[src/include/mont_defines.svh]
`ifndef MONT_DEFINES_SVH
`define MONT_DEFINES_SVH

`define MONT_W          256 // Operand width.
`define MONT_WORDS      8   // Bus words per operand.
`define MONT_CORES      4
`define MONT_TAG_W      4
`define MONT_FIFO_DEPTH 4
`define MONT_CNT_W      9

`define MONT_ADR_N      0   // Words 0 to 7, LSW first.
`define MONT_ADR_A      8
`define MONT_ADR_B      16
`define MONT_ADR_CTRL   24  // Any write issues GO.
`define MONT_ADR_STATUS 25
`define MONT_ADR_RES    26  // Words 26 to 33, FIFO head.
`define MONT_ADR_POP    34

`endif

[src/design/mont_pkg.sv]
`include "mont_defines.svh"

package mont_pkg;

    typedef logic [`MONT_W-1:0]     mont_word_t; // Operand or result.
    typedef logic [`MONT_TAG_W-1:0] mont_tag_t;
    typedef logic [`MONT_CNT_W-1:0] mont_cnt_t;  // Bit index in the loop.

    typedef logic [31:0] wb_data_t;
    typedef logic [5:0]  wb_adr_t;               // Word address.

    // Core sequence.
    typedef enum logic [1:0] {
        IDLE,
        LOOP,
        FINAL,
        DONE
    } core_state_t;

endpackage

[src/design/mont_if.sv]
`timescale 1ns/1ps

interface mont_job_if import mont_pkg::*; ();
    logic       valid;
    logic       ready;
    mont_word_t n;
    mont_word_t a;
    mont_word_t b;
    mont_tag_t  tag;

    modport dispatch (
        output valid,
        output n,
        output a,
        output b,
        output tag,
        input  ready
    );

    modport core (
        input  valid,
        input  n,
        input  a,
        input  b,
        input  tag,
        output ready
    );
endinterface

interface mont_res_if import mont_pkg::*; ();
    logic       valid; // Held with m and tag until ready.
    logic       ready;
    mont_word_t m;
    mont_tag_t  tag;

    modport core (output valid, output m, output tag, input ready);

    modport collect (input valid, input m, input tag, output ready);
endinterface

[src/design/mont_core.sv]
`timescale 1ns/1ps
`include "mont_defines.svh"

module mont_core import mont_pkg::*; (
    input  logic    i_clk,
    input  logic    i_rst,
    mont_job_if.core job,
    mont_res_if.core res
);

    core_state_t state;
    mont_cnt_t   cnt;

    mont_word_t  n_r;
    mont_word_t  a_r; // Shifted right, bit 0 is the current bit of A.
    mont_word_t  b_r;
    mont_tag_t   tag_r;
    logic [`MONT_W:0]   m_r; // Stays below N+B, so one spare bit.

    logic [`MONT_W+1:0] sum_b;
    logic [`MONT_W+1:0] sum_n;
    logic [`MONT_W:0]   m_next;
    logic               m_ge_n;

    assign job.ready = (state == IDLE);
    assign res.valid = (state == DONE);
    assign res.m     = m_r[`MONT_W-1:0];
    assign res.tag   = tag_r;

    // Add B when the bit of A is set.
    assign sum_b = {1'b0, m_r} + ({(`MONT_W+2){a_r[0]}} & {2'b00, b_r});

    // Add N when the partial sum is odd, then halve.
    assign sum_n  = sum_b + ({(`MONT_W+2){sum_b[0]}} & {2'b00, n_r});
    assign m_next = sum_n[`MONT_W+1:1];

    assign m_ge_n = (m_r >= {1'b0, n_r});

    always_ff @(posedge i_clk or posedge i_rst) begin
        if (i_rst) begin
            state <= IDLE;
            cnt   <= '0;
        end else begin
            case (state)
                IDLE: begin
                    if (job.valid) begin
                        state <= LOOP;
                        cnt   <= '0;
                    end
                end
                LOOP: begin
                    cnt <= cnt + 1'b1;
                    if (cnt == mont_cnt_t'(`MONT_W-1)) begin
                        state <= FINAL;
                    end
                end
                FINAL: begin
                    state <= DONE;
                end
                DONE: begin
                    if (res.ready) begin
                        state <= IDLE; // Collected.
                    end
                end
                default: begin
                    state <= IDLE;
                end
            endcase
        end
    end

    always_ff @(posedge i_clk) begin
        case (state)
            IDLE: begin
                if (job.valid) begin
                    n_r   <= job.n;
                    a_r   <= job.a;
                    b_r   <= job.b;
                    tag_r <= job.tag;
                    m_r   <= '0;
                end
            end
            LOOP: begin
                m_r <= m_next;
                a_r <= a_r >> 1;
            end
            FINAL: begin
                if (m_ge_n) begin
                    m_r <= m_r - {1'b0, n_r}; // Single subtraction, A and B below N.
                end
            end
            default: begin
                m_r <= m_r;
            end
        endcase
    end

endmodule

[src/flat_wrapper.sv]
// flat-port wrapper written by rule: the top's interface ports become plain ports
module mont_core_flat import mont_pkg::*;
  (i_clk, i_rst, job_valid, job_n, job_a, job_b, job_tag, job_ready, res_valid, res_m, res_tag, res_ready);
  mont_job_if job_i ();
  mont_res_if res_i ();
  input  logic i_clk;
  input  logic i_rst;
  input wire logic [$bits(job_i.valid)-1:0] job_valid;
  input wire logic [$bits(job_i.n)-1:0] job_n;
  input wire logic [$bits(job_i.a)-1:0] job_a;
  input wire logic [$bits(job_i.b)-1:0] job_b;
  input wire logic [$bits(job_i.tag)-1:0] job_tag;
  output wire logic [$bits(job_i.ready)-1:0] job_ready;
  output wire logic [$bits(res_i.valid)-1:0] res_valid;
  output wire logic [$bits(res_i.m)-1:0] res_m;
  output wire logic [$bits(res_i.tag)-1:0] res_tag;
  input wire logic [$bits(res_i.ready)-1:0] res_ready;
  assign job_i.valid = job_valid;
  assign job_i.n = job_n;
  assign job_i.a = job_a;
  assign job_i.b = job_b;
  assign job_i.tag = job_tag;
  assign job_ready = job_i.ready;
  assign res_valid = res_i.valid;
  assign res_m = res_i.m;
  assign res_tag = res_i.tag;
  assign res_i.ready = res_ready;
  mont_core u_core (.i_clk(i_clk), .i_rst(i_rst), .job(job_i), .res(res_i));
endmodule
[config.mk]
export PLATFORM = sky130hd
export DESIGN_NAME = mont_core_flat
export DESIGN_NICKNAME = d
export VERILOG_FILES = /design/src/design/mont_pkg.sv /design/src/design/mont_if.sv /design/src/design/mont_core.sv /design/src/flat_wrapper.sv
export VERILOG_INCLUDE_DIRS = /design/src /design/src/include
export SDC_FILE = /design/constraint.sdc
export NUM_CORES = 2
export LEC_CHECK = 0
export ABC_AREA = 0
export BUFFER_PORTS_ARGS = -buffer_cell sky130_fd_sc_hd__buf_2
export CAP_MARGIN = 30
export CORE_UTILIZATION = 35
export DETAILED_ROUTE_END_ITERATION = 10
export HOLD_SLACK_MARGIN = 0.1
export RECOVER_POWER = 25
export REMOVE_ABC_BUFFERS = 1
export SLEW_MARGIN = 0
export SYNTH_ARGS = -nofsm -noshare
export SYNTH_HDL_FRONTEND = slang
export SYNTH_SLANG_ARGS = --single-unit
export TNS_END_PERCENT = 20
[constraint.sdc]
create_clock -name i_clk -period 12.7 [get_ports i_clk]
set_input_delay 2.54 -clock i_clk [delete_from_list [all_inputs] [get_ports i_clk]]
set_output_delay 2.54 -clock i_clk [all_outputs]
set_load 0.005 [all_outputs]
**Yosys cells after proc, flatten, opt, wreduce, memory -nomap -nowiden**

Cells that the tools add are included.

- Add/subtract/negate cells: 4
- Order comparisons: 1
- Equal/unequal tests: 8
- Multiplexer cells: 11
- Bitwise operators: 2
- Reductions and logical operators: 7

Operator list:

| cell | number |
|---|---|
| 257-bit case mux with 3 select lines | 1 |
| 258-bit by 256-bit bitwise AND with 258-bit output | 2 |
| 257-bit two-way mux | 2 |
| 256-bit case mux with 2 select lines | 1 |
| 257-bit by 258-bit adder with 258-bit output | 1 |
| 258-bit adder | 1 |
| 257-bit by 256-bit greater-or-equal comparator with 1-bit output | 1 |
| 257-bit by 256-bit subtractor with 257-bit output | 1 |
| 256-bit two-way mux | 1 |
| 9-bit case mux with 2 select lines | 1 |
| 9-bit by 1-bit adder with 9-bit output, second input constant | 1 |
| 9-bit by 8-bit equality test with 1-bit output, second input constant | 1 |
| 9-bit two-way mux | 1 |
| 2-bit case mux with 4 select lines | 1 |
| 2-bit two-way mux | 3 |
| 2-bit by 1-bit != test with 1-bit output, second input constant | 3 |
| 3-bit AND reduction | 2 |
| 2-bit equality test, second input constant | 2 |
| 2-bit AND reduction | 2 |
| 3-bit nonzero test | 1 |
| 2-bit by 1-bit equality test with 1-bit output, second input constant | 1 |
| 2-bit zero test | 1 |
| 2-bit != test, second input constant | 1 |
| 2-bit nonzero test | 1 |

- Flip-flop bits (word level): 1040
- Bits of input ports: 776
- Output and inout port bits: 262
- Logic and storage cells: 40

**Longest topological paths before layout**

- Depth in word-level cells: 5
- Gate-level depth with buffers: 41
- Mapped depth without buffers: 38

**Worst setup path after synthesis**

No wires, ideal clock.

- Kind: input port to flip-flop
- Start: input port job_valid
- End: register u_core.cnt[3]
- Library setup time: 0.132 ns
- Data arrival time: 15.201 ns
- Data required time: 12.568 ns
- Setup slack: -2.633 ns
- Stages: 3
- Path through: and2_1 > and2_1 > nor2_1

- Cells in the longest elaborated chain, start to end: 2

RTL lines:

| item | RTL line | RTL |
|---|---|---|
| start, declared | flat_wrapper.sv:8 | `input wire logic [$bits(job_i.valid)-1:0] job_valid;` |
| 2-bit != test (no source line) | -- |  |
| 2-bit AND reduction (no source line) | -- |  |
| end signal, assigned | mont_core.sv:52 | `cnt <= cnt + 1'b1;` |
| end, declared | mont_core.sv:12 | `mont_cnt_t cnt;` |

No other way between the ends.
A chain may end at the register's enable or synchronous reset.

**Worst setup path after layout**

- Start: register u_core.a_r[0]
- End: register u_core.m_r[240] (data pin)

- Cells in the longest elaborated chain, start to end: 5

RTL lines:

| item | RTL line | RTL |
|---|---|---|
| start, declared | mont_core.sv:15 | `mont_word_t a_r;` |
| start signal, assigned | mont_core.sv:77 | `a_r <= job.a;` |
| start signal, assigned | mont_core.sv:85 | `a_r <= a_r >> 1;` |
| 258-bit by 256-bit bitwise AND with 258-bit output (*) | mont_core.sv:31 | `` assign sum_b = {1'b0, m_r} + ({(`MONT_W+2){a_r[0]}} & {2'b00, b_r}); `` |
| 257-bit by 258-bit adder with 258-bit output (*) | mont_core.sv:31 |  |
| 258-bit by 256-bit bitwise AND with 258-bit output | mont_core.sv:34 | `` assign sum_n = sum_b + ({(`MONT_W+2){sum_b[0]}} & {2'b00, n_r}); `` |
| 258-bit adder (*) | mont_core.sv:34 |  |
| 257-bit case mux with 3 select lines (*) | mont_core.sv:73 | `case (state)` |
| end signal, assigned | mont_core.sv:84 | `m_r <= m_next;` |
| end signal, assigned | mont_core.sv:89 | `m_r <= m_r - {1'b0, n_r};` |
| end signal, assigned | mont_core.sv:93 | `m_r <= m_r;` |
| end, declared | mont_core.sv:18 | `` logic [`MONT_W:0] m_r; `` |

Mark *: on every way between the ends. The rest lies on a longest branch, timed or not.

==> results.py <==
metrics = {
    "run_status": {
        "status": "finished, violations left",
        "violations": "capacitance limit, slew limit",
    },
    "clock_network": {
        "htree_levels": 4,
        "cts_tree": "yes",
        "hold_buffers": 0,
        "clk_latency_ns": 0.86,
        "cts_max_path_buffers": 4,
        "root_buffer": "clkbuf_16",
        "cts_setup_buffers": 0,
        "cts.clk_slew.worst_paths_ns": 0.08,
        "numCtsBuffers": 136,
        "cts_resized": 0,
        "clock-sinks": 1040,
    },
    "synthesis": {
        "synth_commonest_cells": "a21oi_1, edfxtp_1, nand2_1",
        "synth-async-reset-ratio": 0.0106,
        "synth_top_area_frac": 0.316,
        "synth_edf_count": 1029,
        "synth.area.top_cells": "edfxtp_1, ha_1, a21oi_1",
        "syn_area_mm2": 0.0977,
        "synth-main-ff-cell": "edfxtp_1",
        "yosys_warnings": 0,
        "synth_most_common_cell": "a21oi_1",
        "synthDistinctLibCells": 102,
        "synth_area_leader_cell": "edfxtp_1",
        "avgSynthCellArea_um2": 8.38,
        "postSynthRegisterBits": 1040,
        "ys_seq_area_frac": 0.319,
        "synth_cells": 11700,
    },
    "routing": {
        "wl_um": 482000,
        "ant_nets": 0,
        "vias_per_cell": 6.05,
        "drc": 0,
        "drt_pass1_iterations": 6,
        "dr.first_iter.drc_count": 12500,
        "vias": 96700,
        "wl_per_cell_um": 30.2,
    },
    "floorplanning": {
        "initial_core_util": 0.353,
        "ios": 1038,
        "rows": 193,
        "die_h_um": 530,
        "die_area_mm2": 0.281,
        "die_w_um": 530,
        "core-area_mm2": 0.277,
    },
    "sta": {
        "rsz0062_at_grt": "no",
        "relSlewSlack": -4.44,
        "period_share": 0.910,
        "setup_violations": 0,
        "fmax_mhz": 86.5,
        "fin_crit_ns": 11.56,
        "worst_pin_slew_ns": 8.16,
        "fin_worst_skew_ns": 0.0609,
        "maxSlewViolCount": 269,
        "hold_violations": 0,
    },
    "critical_path": {
        "critical-path-max-stage-delay_ns": 0.94,
        "critPathKind": "reg -> reg",
        "crit_path_top_delay_cell": "o31ai_1",
        "cp_data_required_time_ns": 13.30,
        "cpMostUsedCell": "a21oi_1",
        "worst_setup_path_end_kind": "register",
        "crit_fanout": 37,
        "critPathLaunchType": "register",
        "arrival_ns": 12.16,
    },
    "run": {
        "drv_cap": 4,
    },
    "placed_design": {
        "dpl.cell_count": 15700,
        "globalplace.congestion": 1.09,
        "dpl.hpwl_um": 401000,
        "port_buffers": 1037,
    },
    "layout": {
        "final_nets": 13700,
        "drive_gt1_frac": 0.136,
        "final_cells": 16000,
        "fillerInstances": 28900,
        "syn_to_final_growth_pct": 11.3,
    },
    "global_route": {
        "grt_max_degree": 173,
        "grtUsageTotal": 0.327,
        "grt-ovfl-total": 0,
        "grt_pass1_wl_um": 664000,
        "antenna_found_initial": 53,
        "grt_pass1_vias": 90300,
    },
    "hold_path": {
        "hold_path_class": "reg -> reg",
    },
}
## cell type report
type / instances / area [µm²] / share of cell area
clock buffer: 162 / 3550 / 0.0327
antenna: 37 / 92.6 / 0.000851
multi-input combinational: 9236 / 60500 / 0.556
sequential: 1040 / 31200 / 0.287
inverter: 572 / 2150 / 0.0197
timing repair buffer: 1155 / 6050 / 0.0556
clock inverter: 77 / 671 / 0.00617
tap: 3705 / 4640 / 0.0426
## kinds of logic after synthesis
group                      Yosys count  share of synthesized area
AOI/OAI and AO/OA                 3805                      0.236
xor gates and xnor gates           748                     0.0670
adders and majority gates          776                     0.0996
buffers and inverters             1390                     0.0634
DFF                               1040                      0.319
muxes                              259                     0.0298
and+or+nand+nor                   3648                      0.185
## critical path, delay by kind of cell (launching register included)
kind	cells	cell delay, ns
and+or+nand+nor	8	1.80
buffers and inverters	2	0.66
adders and majority gates	2	0.78
xor gates and xnor gates	2	0.43
DFF	1	0.69
AOI/OAI and AO/OA	22	6.90
## layer usage
| metal | vias up | track usage | wire length (µm) |
|---|---|---|---|
| li1 | 43600 | - | - |
| met1 | 46700 | 0.444 | 202000 |
| met2 | 5380 | 0.492 | 205000 |
| met3 | 912 | 0.0615 | 46800 |
| met4 | 44 | 0.166 | 28000 |
| met5 | - | 0 | 275 |
## state kept, by name (all words and copies together), names as in the netlist
register	cells
u_core.a_r	256
u_core.b_r	256
u_core.cnt	9
u_core.m_r	257
u_core.n_r	256
u_core.res.tag	4
u_core.state	2
## metrics by stage
step	instance area (µm²)	hold slack, ns	setup slack (ns)	setup TNS, ns	util
floorplan	93700	0.485	-4.61	-2448.37	-
detailed placement	105000	0.515	1.60	0	0.378
global placement	104000	0.511	0.978	0	0.377
finish	109000	0.521	1.14	0	0.393
global route	109000	0.541	0.589	0	0.393
CTS	109000	0.530	1.53	0	0.393
## cell usage in the layout, fill, tap and decap left out, types with 98 or more instances in the layout
cell type / synthesis / layout
o21a_1: 119 / 119
ha_1: 773 / 770
xor2_1: 287 / 287
nand3_1: 131 / 131
inv_1: 572 / 571
a21o_1: 329 / 329
edfxtp_1: 1029 / 1029
buf_2: 13 / 994
nor2_1: 795 / 795
nand4_1: 466 / 466
a21oi_1: 1417 / 1416
a22oi_1: 121 / 121
buf_4: 257 / 98
clkbuf_16: 0 / 138
nor2b_1: 168 / 168
o22ai_1: 119 / 119
xnor2_1: 461 / 461
o21bai_1: 268 / 268
nand2_1: 1004 / 1002
mux2_2: 255 / 253
o21ai_0: 846 / 845
nor3_1: 190 / 189
and2_1: 542 / 541
## final timing paths
path                                      startpoint                         to  slack, ns  cells after the start
min in group asynchronous                      i_rst  u_core.cnt[3]$_DFFE_PP0P_       1.74                      2
setup / recovery             u_core.a_r[0]$_DFFE_PP_  u_core.m_r[240]$_DFFE_PP_       1.14                     36
max in group asynchronous                      i_rst  u_core.cnt[6]$_DFFE_PP0P_      10.64                      2
hold / removal             u_core.cnt[0]$_DFFE_PP0P_  u_core.cnt[0]$_DFFE_PP0P_       0.52                      1
hold reg to reg            u_core.cnt[0]$_DFFE_PP0P_  u_core.cnt[0]$_DFFE_PP0P_       0.52                      1
setup reg to reg             u_core.a_r[0]$_DFFE_PP_  u_core.m_r[240]$_DFFE_PP_       1.14                     36
Power is not shown: default switching activity piles up to over one toggle a cycle in this logic, so the estimate is an artifact.
